**src/bus_pkg.sv**
```systemverilog
package bus_pkg;

    localparam int WORD_W = 16;
    localparam int ADDR_W = 16;

    // data word on the memory bus
    typedef logic [WORD_W-1:0] word_t;

    // byte address, words sit at even addresses
    typedef logic [ADDR_W-1:0] addr_t;

    // one request per cycle, a read answers on the next cycle
    typedef struct packed {
        logic  en;
        logic  wr;
        addr_t addr;
        word_t wdata;
    } mem_req_t;

endpackage
```
**src/crypto_pkg.sv**
```systemverilog
package crypto_pkg;

    import bus_pkg::*;

    typedef enum logic {
        OP_WRAP,
        OP_UNWRAP
    } op_e;

    typedef enum logic [1:0] {
        KEY_NONE,
        KEY_MASTER,
        KEY_MEM
    } key_sel_e;

    typedef enum logic [3:0] {
        IDLE,
        CHECK,
        LOAD_KEY,
        KEY_INIT,
        AD_READ,
        AD_WAIT,
        BODY_READ,
        BODY_WAIT,
        TAG_INIT,
        TAG_STEP,
        TAG_WAIT,
        FINISH
    } seq_state_e;

    // key_addr of zero selects the master key
    typedef struct packed {
        op_e   op;
        addr_t key_addr;
        addr_t ad_start;
        addr_t ad_end;
        addr_t body_start;
        addr_t body_end;
        addr_t out_start;
        addr_t tag_addr;
    } cmd_t;

    typedef struct packed {
        logic  valid;
        word_t value;
    } result_t;

    // duplex constants
    localparam int          KEY_WORDS   = 4;
    localparam int          TAG_WORDS   = 2;
    localparam logic [15:0] ROUND_CONST = 16'h9e37;
    localparam int          ROT         = 3;

endpackage

```
**src/crypto_top.sv**
```systemverilog
module crypto_top
    import bus_pkg::*, crypto_pkg::*;
#(
    parameter logic [16*KEY_WORDS-1:0] MASTER_KEY    = 64'h3c6e_f372_a54f_f53a,
    parameter int                      DUPLEX_ROUNDS = 2
)
(
    input  logic     clk,
    input  logic     reset,
    input  logic     cmd_valid,
    input  cmd_t     cmd,
    input  word_t    mem_rdata,
    output mem_req_t mem_req,
    output result_t  result,
    output logic     credit_return
);

    cmd_t     held;
    logic     cmd_start;
    logic     range_ok;
    logic     rd_load;
    addr_t    rd_base;
    addr_t    rd_limit;
    logic     rd_step;
    logic     out_load;
    addr_t    out_base;
    logic     out_step;
    addr_t    rd_addr;
    addr_t    out_addr;
    logic     rd_done;
    logic     dup_init;
    key_sel_e dup_key_sel;
    logic     dup_key_word_load;
    logic     dup_absorb;
    logic     dup_squeeze;
    logic     dup_unwrap;
    word_t    dup_din;
    logic     dup_busy;
    word_t    dup_dout;
    logic     done;
    logic     pass;

    cmd_decode u_cmd_decode (
        .clk       (clk),
        .reset     (reset),
        .cmd_valid (cmd_valid),
        .cmd       (cmd),
        .held      (held),
        .cmd_start (cmd_start),
        .range_ok  (range_ok)
    );

    addr_gen u_addr_gen (
        .clk      (clk),
        .rd_load  (rd_load),
        .rd_base  (rd_base),
        .rd_limit (rd_limit),
        .rd_step  (rd_step),
        .out_load (out_load),
        .out_base (out_base),
        .out_step (out_step),
        .rd_addr  (rd_addr),
        .out_addr (out_addr),
        .rd_done  (rd_done)
    );

    duplex_core #(
        .MASTER_KEY    (MASTER_KEY),
        .DUPLEX_ROUNDS (DUPLEX_ROUNDS)
    ) u_duplex_core (
        .clk           (clk),
        .reset         (reset),
        .init          (dup_init),
        .key_sel       (dup_key_sel),
        .key_word_load (dup_key_word_load),
        .absorb        (dup_absorb),
        .unwrap        (dup_unwrap),
        .squeeze       (dup_squeeze),
        .din           (dup_din),
        .busy          (dup_busy),
        .dout          (dup_dout)
    );

    wrap_sequencer u_wrap_sequencer (
        .clk               (clk),
        .reset             (reset),
        .cmd               (held),
        .cmd_start         (cmd_start),
        .range_ok          (range_ok),
        .rd_done           (rd_done),
        .rd_addr           (rd_addr),
        .out_addr          (out_addr),
        .dup_busy          (dup_busy),
        .dup_dout          (dup_dout),
        .mem_rdata         (mem_rdata),
        .rd_load           (rd_load),
        .rd_base           (rd_base),
        .rd_limit          (rd_limit),
        .rd_step           (rd_step),
        .out_load          (out_load),
        .out_base          (out_base),
        .out_step          (out_step),
        .dup_init          (dup_init),
        .dup_key_sel       (dup_key_sel),
        .dup_key_word_load (dup_key_word_load),
        .dup_absorb        (dup_absorb),
        .dup_squeeze       (dup_squeeze),
        .dup_unwrap        (dup_unwrap),
        .dup_din           (dup_din),
        .mem_req           (mem_req),
        .done              (done),
        .pass              (pass)
    );

    result_unit u_result_unit (
        .clk           (clk),
        .reset         (reset),
        .done          (done),
        .pass          (pass),
        .result        (result),
        .credit_return (credit_return)
    );

endmodule

```
**src/result_unit.sv**
```systemverilog
module result_unit
    import bus_pkg::*, crypto_pkg::*;
(
    input  logic    clk,
    input  logic    reset,
    input  logic    done,
    input  logic    pass,
    output result_t result,
    output logic    credit_return
);

    // value only matters while valid is high
    always_ff @(posedge clk)
    begin
        if (done)
            result.value <= word_t'(pass);
    end

    always_ff @(posedge clk)
    begin
        if (reset)
        begin
            result.valid  <= 1'b0;
            credit_return <= 1'b0;
        end
        else
        begin
            result.valid  <= done;
            // one command slot, so every result frees the host credit
            credit_return <= done;
        end
    end

endmodule

```
**src/wrap_sequencer.sv**
```systemverilog
module wrap_sequencer
    import bus_pkg::*, crypto_pkg::*;
(
    input  logic     clk,
    input  logic     reset,
    input  cmd_t     cmd,
    input  logic     cmd_start,
    input  logic     range_ok,
    input  logic     rd_done,
    input  addr_t    rd_addr,
    input  addr_t    out_addr,
    input  logic     dup_busy,
    input  word_t    dup_dout,
    input  word_t    mem_rdata,
    output logic     rd_load,
    output addr_t    rd_base,
    output addr_t    rd_limit,
    output logic     rd_step,
    output logic     out_load,
    output addr_t    out_base,
    output logic     out_step,
    output logic     dup_init,
    output key_sel_e dup_key_sel,
    output logic     dup_key_word_load,
    output logic     dup_absorb,
    output logic     dup_squeeze,
    output logic     dup_unwrap,
    output word_t    dup_din,
    output mem_req_t mem_req,
    output logic     done,
    output logic     pass
);

    seq_state_e state;
    seq_state_e next_state;
    logic       pend;
    logic       pass_q;
    logic       rd_issue;
    logic       mismatch;

    always_comb
    begin
        next_state        = state;
        rd_issue          = 1'b0;
        mismatch          = 1'b0;
        done              = 1'b0;
        rd_load           = 1'b0;
        rd_base           = '0;
        rd_limit          = '0;
        rd_step           = 1'b0;
        out_load          = 1'b0;
        out_base          = '0;
        out_step          = 1'b0;
        dup_init          = 1'b0;
        dup_key_sel       = KEY_NONE;
        dup_key_word_load = 1'b0;
        dup_absorb        = 1'b0;
        dup_squeeze       = 1'b0;
        dup_unwrap        = 1'b0;
        dup_din           = mem_rdata;
        mem_req           = '0;
        mem_req.addr      = rd_addr;
        mem_req.wdata     = dup_dout;

        case (state)
            IDLE:
                if (cmd_start)
                    next_state = CHECK;
            CHECK:
            begin
                if (!range_ok)
                begin
                    done       = 1'b1;
                    next_state = IDLE;
                end
                else if (cmd.key_addr != '0)
                begin
                    rd_load    = 1'b1;
                    rd_base    = cmd.key_addr;
                    rd_limit   = cmd.key_addr + addr_t'(2 * KEY_WORDS);
                    next_state = LOAD_KEY;
                end
                else
                    next_state = KEY_INIT;
            end
            LOAD_KEY:
            begin
                dup_key_word_load = pend;
                if (rd_done)
                    next_state = KEY_INIT;
                else
                    rd_issue = 1'b1;
            end
            KEY_INIT:
            begin
                dup_init    = 1'b1;
                dup_key_sel = (cmd.key_addr != '0) ? KEY_MEM : KEY_MASTER;
                rd_load     = 1'b1;
                rd_base     = cmd.ad_start;
                rd_limit    = cmd.ad_end;
                next_state  = AD_READ;
            end
            AD_READ:
            begin
                if (rd_done)
                begin
                    rd_load    = 1'b1;
                    rd_base    = cmd.body_start;
                    rd_limit   = cmd.body_end;
                    out_load   = 1'b1;
                    out_base   = cmd.out_start;
                    next_state = BODY_READ;
                end
                else
                begin
                    rd_issue   = 1'b1;
                    next_state = AD_WAIT;
                end
            end
            AD_WAIT:
            begin
                if (pend)
                    dup_absorb = 1'b1;
                else if (!dup_busy)
                    next_state = AD_READ;
            end
            BODY_READ:
            begin
                if (rd_done)
                    next_state = TAG_INIT;
                else
                begin
                    rd_issue   = 1'b1;
                    next_state = BODY_WAIT;
                end
            end
            BODY_WAIT:
            begin
                if (pend)
                begin
                    dup_absorb = 1'b1;
                    dup_unwrap = (cmd.op == OP_UNWRAP);
                end
                else if (!dup_busy)
                begin
                    mem_req.en   = 1'b1;
                    mem_req.wr   = 1'b1;
                    mem_req.addr = out_addr;
                    out_step     = 1'b1;
                    next_state   = BODY_READ;
                end
            end
            TAG_INIT:
            begin
                rd_load    = 1'b1;
                rd_base    = cmd.tag_addr;
                rd_limit   = cmd.tag_addr + addr_t'(2 * TAG_WORDS);
                out_load   = 1'b1;
                out_base   = cmd.tag_addr;
                next_state = TAG_STEP;
            end
            TAG_STEP:
            begin
                // unwrap fetches the stored tag word alongside the squeeze
                dup_squeeze = 1'b1;
                rd_step     = 1'b1;
                mem_req.en  = (cmd.op == OP_UNWRAP);
                next_state  = TAG_WAIT;
            end
            TAG_WAIT:
            begin
                if (pend)
                begin
                    if (cmd.op == OP_WRAP)
                    begin
                        mem_req.en   = 1'b1;
                        mem_req.wr   = 1'b1;
                        mem_req.addr = out_addr;
                        out_step     = 1'b1;
                    end
                    else if (mem_rdata != dup_dout)
                    begin
                        mismatch   = 1'b1;
                        next_state = FINISH;
                    end
                end
                else if (!dup_busy)
                    next_state = rd_done ? FINISH : TAG_STEP;
            end
            FINISH:
            begin
                done       = 1'b1;
                next_state = IDLE;
            end
            default:
                next_state = IDLE;
        endcase

        if (rd_issue)
        begin
            mem_req.en = 1'b1;
            rd_step    = 1'b1;
        end
    end

    always_ff @(posedge clk)
    begin
        if (reset)
        begin
            state  <= IDLE;
            pend   <= 1'b0;
            pass_q <= 1'b0;
        end
        else
        begin
            state <= next_state;
            // data or squeezed word lands next cycle
            pend  <= rd_issue || dup_squeeze;
            if (state == CHECK)
                pass_q <= 1'b1;
            else if (mismatch)
                pass_q <= 1'b0;
        end
    end

    assign pass = (state == FINISH) && pass_q;

endmodule

```
**src/duplex_core.sv**
```systemverilog
module duplex_core
    import crypto_pkg::*;
#(
    parameter logic [16*KEY_WORDS-1:0] MASTER_KEY    = '0,
    parameter int                      DUPLEX_ROUNDS = 2
)
(
    input  logic        clk,
    input  logic        reset,
    input  logic        init,
    input  key_sel_e    key_sel,
    input  logic        key_word_load,
    input  logic        absorb,
    input  logic        unwrap,
    input  logic        squeeze,
    input  logic [15:0] din,
    output logic        busy,
    output logic [15:0] dout
);

    localparam int CW = $clog2(DUPLEX_ROUNDS + 1);

    logic [15:0]             s;
    logic [16*KEY_WORDS-1:0] key_sr;
    logic [CW-1:0]           round_cnt;
    logic [15:0]             in_word;

    function automatic logic [15:0] fold_key(input logic [16*KEY_WORDS-1:0] k);
        logic [15:0] acc;
        acc = '0;
        for (int i = 0; i < KEY_WORDS; i++)
            acc = acc ^ k[16*i +: 16];
        return acc;
    endfunction

    // squeeze absorbs zero, decryption absorbs the recovered plaintext
    assign in_word = squeeze ? 16'h0000 : (unwrap ? (din ^ s) : din);

    always_ff @(posedge clk)
    begin
        if (key_word_load)
            key_sr <= {key_sr[16*KEY_WORDS-17:0], din};

        if (init)
        begin
            case (key_sel)
                KEY_MASTER: s <= fold_key(MASTER_KEY);
                KEY_MEM:    s <= fold_key(key_sr);
                default:    s <= '0;
            endcase
        end
        else if (absorb || squeeze)
        begin
            s    <= s ^ in_word;
            dout <= squeeze ? s : (din ^ s);
        end
        else if (round_cnt == CW'(1))
            s <= {s[15-ROT:0], s[15:16-ROT]} + ROUND_CONST;
    end

    // permutation lands on the last busy cycle
    always_ff @(posedge clk)
    begin
        if (reset || init)
            round_cnt <= '0;
        else if (absorb || squeeze)
            round_cnt <= CW'(DUPLEX_ROUNDS);
        else if (round_cnt != '0)
            round_cnt <= round_cnt - 1'b1;
    end

    assign busy = (round_cnt != '0);

endmodule

```
**src/addr_gen.sv**
```systemverilog
module addr_gen
    import bus_pkg::*;
(
    input  logic  clk,
    input  logic  rd_load,
    input  addr_t rd_base,
    input  addr_t rd_limit,
    input  logic  rd_step,
    input  logic  out_load,
    input  addr_t out_base,
    input  logic  out_step,
    output addr_t rd_addr,
    output addr_t out_addr,
    output logic  rd_done
);

    addr_t rd_ctr;
    addr_t rd_lim;
    addr_t out_ctr;

    // read side, counter and limit load together
    always_ff @(posedge clk)
    begin
        if (rd_load)
        begin
            rd_ctr <= rd_base;
            rd_lim <= rd_limit;
        end
        else if (rd_step)
            rd_ctr <= rd_ctr + addr_t'(2);
    end

    // output side walks body output and then the tag
    always_ff @(posedge clk)
    begin
        if (out_load)
            out_ctr <= out_base;
        else if (out_step)
            out_ctr <= out_ctr + addr_t'(2);
    end

    assign rd_addr  = rd_ctr;
    assign out_addr = out_ctr;

    // equality so that a range ending at the top of memory still terminates
    assign rd_done = (rd_ctr == rd_lim);

endmodule

```
**src/cmd_decode.sv**
```systemverilog
module cmd_decode
    import bus_pkg::*, crypto_pkg::*;
(
    input  logic clk,
    input  logic reset,
    input  logic cmd_valid,
    input  cmd_t cmd,
    output cmd_t held,
    output logic cmd_start,
    output logic range_ok
);

    logic addr_even;
    logic order_ok;

    function automatic logic is_even(input addr_t a);
        return (a[0] == 1'b0);
    endfunction

    assign addr_even = is_even(cmd.key_addr) && is_even(cmd.ad_start) &&
                       is_even(cmd.ad_end) && is_even(cmd.body_start) &&
                       is_even(cmd.body_end) && is_even(cmd.out_start) &&
                       is_even(cmd.tag_addr);

    // an empty range has end equal to start
    assign order_ok = (cmd.ad_end >= cmd.ad_start) &&
                      (cmd.body_end >= cmd.body_start);

    always_ff @(posedge clk)
    begin
        if (cmd_valid)
        begin
            held     <= cmd;
            range_ok <= addr_even && order_ok;
        end
    end

    always_ff @(posedge clk)
    begin
        if (reset)
            cmd_start <= 1'b0;
        else
            cmd_start <= cmd_valid;
    end

endmodule

```
**config.mk**
```make
export PLATFORM = sky130hd
export DESIGN_NAME = crypto_top
export DESIGN_NICKNAME = d
export VERILOG_FILES = /design/src/bus_pkg.sv /design/src/crypto_pkg.sv /design/src/crypto_top.sv /design/src/result_unit.sv /design/src/wrap_sequencer.sv /design/src/duplex_core.sv /design/src/addr_gen.sv /design/src/cmd_decode.sv
export SDC_FILE = /design/constraint.sdc
export NUM_CORES = 1
export LEC_CHECK = 0
export CAP_MARGIN = 30
export CORE_UTILIZATION = 43
export DETAILED_ROUTE_END_ITERATION = 10
export DONT_BUFFER_PORTS = 1
export PLACE_DENSITY = 0.62
export SLEW_MARGIN = 30
export SYNTH_ARGS = -nofsm -noshare
export SYNTH_HDL_FRONTEND = slang
export SYNTH_SLANG_ARGS = --single-unit
```
**constraint.sdc**
```tcl
create_clock -name clk -period 8.5 [get_ports clk]
set_clock_uncertainty 0.05 [all_clocks]
set_input_delay 1.7 -clock clk [delete_from_list [all_inputs] [get_ports clk]]
set_output_delay 1.7 -clock clk [all_outputs]
set_load 0.02 [all_outputs]
```
==> Word level (Yosys, flattened, before mapping) <==
Index checks and enable logic that the tools add are counted.
{ "totals": {"ff_bits": 269, "inputBits": 132, "elab_cells": 171} }
{ "classes": {"add_sub_neg": 6, "n_lt_le_gt_ge": 2, "n_eq_ne": 25, "muxes": 76, "bitwise_logic": 13, "reduce_logical": 26} }
{ "ops": {"columns": ["operator", "n"], "rows": [
  ["16-bit 2-to-1 mux", 17],
  ["16-bit case mux with 4 select lines", 2],
  ["16-bit bitwise XOR", 5],
  ["18-bit 2-to-1 mux", 4],
  ["16-bit case mux with 2 select lines", 2],
  ["4-bit 2-to-1 mux", 12],
  ["4-bit case mux with 11 select lines", 1],
  ["17-bit case mux with 2 select lines", 1],
  ["16-bit by 2-bit adder with 16-bit output, second input constant", 2],
  ["16-bit greater-or-equal comparator", 2],
  ["1-bit 2-to-1 mux", 26],
  ["16-bit adder, second input constant", 1],
  ["16-bit by 3-bit adder with 16-bit output, second input constant", 1],
  ["16-bit by 4-bit adder with 16-bit output, second input constant", 1],
  ["16-bit == test", 1],
  ["4-bit by 3-bit == test with 1-bit output, second input constant", 4],
  ["4-bit == test, second input constant", 4],
  ["16-bit != test", 1],
  ["16-bit nonzero test", 1],
  ["2-bit 2-to-1 mux", 6],
  ["2-bit != test, second input constant", 5],
  ["2-bit nonzero test", 5],
  ["1-bit logical AND", 9],
  ["3-bit != test, second input constant", 3],
  ["other kinds (16)", 32]
]} }

==> Logic depth before layout (Yosys ltp) <==
{ "logic_depth": {"ltp_word": 8, "ltp_mapped": 11, "ltp_nobuf": 9} }

==> By module <==
A second synthesis with hierarchy kept.
{ "unflattened": {"cells_unflattened": 1193, "area_unflattened_um2": 14194.9} }
{ "by_module_without_submodules": {"columns": ["mod", "instances", "cells_each", "area_per_inst_um2", "seq_area_each_um2"], "rows": [
  ["duplex_core", 1, 395, 4815.9, 2922.8],
  ["cmd_decode", 1, 229, 4277.9, 3443.3],
  ["addr_gen", 1, 213, 2497.4, 1441.4],
  ["wrap_sequencer", 1, 336, 2416.1, 120.1],
  ["result_unit", 1, 20, 187.7, 50.0]
]} }

==> Worst setup path before layout <==
OpenSTA, ideal clock, no wires.
{ "synth_timing": {"kind": "reg2reg", "start": "register u_wrap_sequencer.state[1]", "end": "register u_duplex_core.key_sr[0], enable pin", "setup_ps": 486, "arrival_time_ps": 3424, "path_slack_ps": 4540, "path_stages_with_launch": 4, "n_path_buf": 0, "synth_period_minus_slack_ps": 3960, "path_cell_list": "dfxtp_1 -> nor2b_1 -> nand2_1 -> nor2_1"} }
{ "synth_via": {"elab_chain_cells": 2} }
{ "synth_rtl": {"columns": ["element", "line_no", "source"], "rows": [
  ["start: declaration", "wrap_sequencer.sv:34", "seq_state_e state;"],
  ["start signal: assignment", "wrap_sequencer.sv:216", "state <= next_state;"],
  ["4-bit by 2-bit == test with 1-bit output", "wrap_sequencer.sv:65", "case (state)"],
  ["1-bit 2-to-1 mux", "wrap_sequencer.sv:65", null],
  ["via dup_key_word_load", "crypto_top.sv:33", "logic dup_key_word_load;"],
  ["end signal: assignment", "duplex_core.sv:42", "key_sr <= {key_sr[16*KEY_WORDS-17:0], din};"],
  ["end: declaration", "duplex_core.sv:24", "logic [16*KEY_WORDS-1:0] key_sr;"]
]} }
The timed path passes the listed nets, and every way through them passes these cells.
A chain may end at the register's enable or synchronous reset.

==> out/summary.log <==
qor: sta.final-hold-violation-count 0
qor: floorplan.placement_rows 63
qor: floorplan.design.core.area 29800 µm²
qor: route.vias 8102
qor: synthesis.ys_seq_elements 269
qor: sta.final.period_utilization 0.539
qor: global_routing.grt-ovfl-total 0
qor: synthesis.synth.distinct_cells 57
qor: route.detail_route.wirelength 31.6 mm
qor: clocking.clk_pin_slew_worst_paths 0.06 ns
qor: sta.finalCriticalPeriod 4.58 ns
qor: clocking.htree_num_levels 1
qor: placed_design.hpwlAfterDp 22.8 mm
qor: synthesis.synthesis.yosys.warnings 0
qor: route.via_per_inst 5.68
qor: clocking.post_cts_buffers 0
qor: route.drt_first_pass_iters 7
qor: setup_path.timing_worst_setup_path_type flop to output port
qor: pwr.power.combinational.fraction 0.048
qor: final_layout.commonest_cells_after_routing_fill_and_taps_aside edfxtp_1, xnor2_1, nand2_1
qor: global_routing.grt_antenna_before_repair 5
qor: run.drv.max_cap_violation_count 0
qor: clocking.clock-sinks 269
qor: setup_path.ff2ff_setup_slack 4.42 ns
qor: floorplan.chipHeight 177 µm
qor: route.initialDrtViolationCount 794
qor: floorplan.die-area 31200 µm²
qor: global_routing.largest_net_degree_at_the_start_of_global_routing 116
qor: clocking.cts.hold.buffers_added 0
qor: global_routing.grt_pass1_vias 7833
qor: pwr.clockPowerShare 0.414
qor: synthesis.yosysSeqAreaShare 0.608
qor: clocking.number_of_buffers_added_by_the_clock_tree_synthesis_step 29
qor: clocking.post_cts_resized 0
qor: floorplan.floorplan.initialDensity 0.440
qor: pwr.power_switching_share 0.222
qor: clocking.tritoncts built
qor: sta.max_freq 0.218 GHz
qor: final_layout.final.fill_count 2659
qor: setup_path.setup.worst_path.start_class flop
qor: placed_design.gpl.final_weighted_congestion 0.862
qor: pwr.power_density 203 nW/µm²
qor: floorplan.total_i_o_pin_count 184
qor: pwr.switching_power 0.000644 W
qor: synthesis.number_of_synthesized_flops_with_an_enable_pin 259
qor: pwr.seq_power_share 0.539
qor: sta.worstMarginPinSlew 0.957 ns
qor: synthesis.synthArstFlopShare 0
qor: global_routing.grt_usage 0.201
qor: placed_design.numPortBuffers 0
qor: sta.whs 0.411 ns
qor: global_routing.first_pass_grt_wire_length 47.2 mm
qor: pwr.internal_power 0.00226 W
qor: route.drt.antenna.violating_nets 0
qor: sta.maxSlewViolCount 0
qor: setup_path.cp_data_arrival_time 2.83 ns
qor: synthesis.syn_area_per_cell 12.8 µm²
qor: clocking.clk_latency 0.56 ns
qor: final_layout.drive_gt1_frac 0.0754
qor: synthesis.most_used_dff_post_synth edfxtp_1
qor: final_layout.most_common_cell_after_layout_fill_and_taps_aside edfxtp_1
qor: final_layout.fin_nets 1186
qor: clocking.clk_root_buffer_cell clkbuf_16
qor: clocking.clk_path_buf_depth 3
qor: setup_path.crit_required 6.75 ns
qor: sta.setup_tns 0 ns
qor: sta.setup_repair_after_global_routing_missed_its_margin no
qor: floorplan.fp.dieW 177 µm
qor: final_layout.syn2layout_area_growth 8.95%
qor: run_status.status completed
qor: min_path.holdCritPathClass flop to flop
qor: synthesis.post_synthesis_cells 1024
qor: pwr.static-leakage-power 4.93 nW
qor: pwr.irDropWorstVdd 0.000165 V
qor: synthesis.synth.cell_area 13100 µm²
qor: setup_path.worst-path-max-fanout 20
qor: route.post_drt_wl_per_cell 22.2 µm
qor: setup_path.cp-end-kind output port
qor: route.drt_drc_violations_left 0
qor: sta.setup-violations-final 0
qor: sta.maxSlewHeadroom 0.362
[power by group through the flow]
stage | Clock [W] | Sequential (W) | Combinational, W
5_1_grt | 0.00127 | 0.00157 | 0.000154
2_1_floorplan | 0 | 0.00156 | 0.000125
3_3_place_gp | 0 | 0.00159 | 0.000136
4_1_cts | 0.00122 | 0.00156 | 0.000139
6_report | 0.00120 | 0.00156 | 0.000139
3_5_place_dp | 0 | 0.00159 | 0.000138
[state kept, by name, summed over array words and instances, names as in the netlist, 2 cells and up]
signal / count
u_duplex_core.dout: 16
u_cmd_decode.held: 113
u_addr_gen.out_addr: 16
u_duplex_core.round_cnt: 2
u_addr_gen.rd_addr: 16
u_wrap_sequencer.state: 4
u_duplex_core.key_sr: 64
u_addr_gen.rd_lim: 16
u_duplex_core.s: 16
[path summary, 6_finish.rpt]
kind	cells past startpoint	from	end
max	4	u_wrap_sequencer.state[1]	mem_req[27]
min	0	u_duplex_core.key_sr[46]	u_duplex_core.key_sr[62]
max reg2reg	7	u_addr_gen.rd_addr[15]	u_addr_gen.rd_addr[1]
min reg2reg	0	u_duplex_core.key_sr[46]	u_duplex_core.key_sr[62]
[per-stage QoR]
| stage | area [µm²] | utilization | cells | setup slack (ns) | total power [W] |
|---|---|---|---|---|---|
| 6_report | 14300 | 0.480 | 1427 | 3.92 | 0.00290 |
| 3_5_place_dp | 13400 | 0.450 | 1376 | 4.39 | 0.00173 |
| 4_1_cts | 14300 | 0.479 | 1425 | 3.90 | 0.00292 |
| 5_1_grt | 14300 | 0.480 | 1427 | 3.72 | 0.00299 |
| 2_1_floorplan | 13200 | - | 1038 | 4.54 | 0.00169 |
| 3_3_place_gp | 13400 | 0.450 | 1376 | 4.31 | 0.00172 |
[Yosys cell counts, types with 10 or more instances]
cell      number  share of area
nand2_1       98          0.028
nor2b_1       12         0.0057
ha_1          37          0.035
a222oi_1      28          0.021
nor2_1        44          0.013
xor2_1        50          0.033
nand3_1       30          0.011
xnor2_1      122          0.081
a21oi_1       20         0.0076
nor3_1        10         0.0038
a21o_1        10         0.0057
edfxtp_1     259           0.59
dfxtp_1       10          0.015
nand4_1       17         0.0081
clkbuf_1      26         0.0074
o21ai_0       39          0.015
and3_1        11         0.0052
a22oi_1       18          0.010
inv_1         41          0.012
buf_4         17         0.0097
mux2_2        15          0.013
[cell families after synthesis]
group	synth area share
DFF	0.608
adders and majority gates	0.0353
muxes	0.0136
and+or+nand+nor	0.0940
other	0.000286
AOI/OAI and AO/OA	0.0959
buffers and inverters	0.0366
xor gates and xnor gates	0.116
[critical path: stages, from the launching register on]
cell     delay, ns
dfxtp_1       0.61
nor2b_1       0.33
nand3_1       0.17
o21ai_4       0.66
mux2_2        0.50
[routing by layer]
metal | wire length (µm) | global-route usage | part of all wire
met4 | 703 | 0.0546 | 0.022
met3 | 2820 | 0.0507 | 0.089
met1 | 14000 | 0.283 | 0.44
met2 | 14100 | 0.307 | 0.44
met5 | 23 | 0 | 0.00073
[final cells by class]
class | instances | area (µm²) | area share
flip-flops and latches | 269 | 7980 | 0.558
diodes | 2 | 5.00 | 0.000350
clock buffers | 35 | 748 | 0.0524
multi-input cells | 670 | 4740 | 0.331
repair buffers | 6 | 45.0 | 0.00315
well taps | 390 | 488 | 0.0341
inverters | 41 | 154 | 0.0108
clock inverters | 14 | 135 | 0.00946
(Power assumes the default switching activity.)
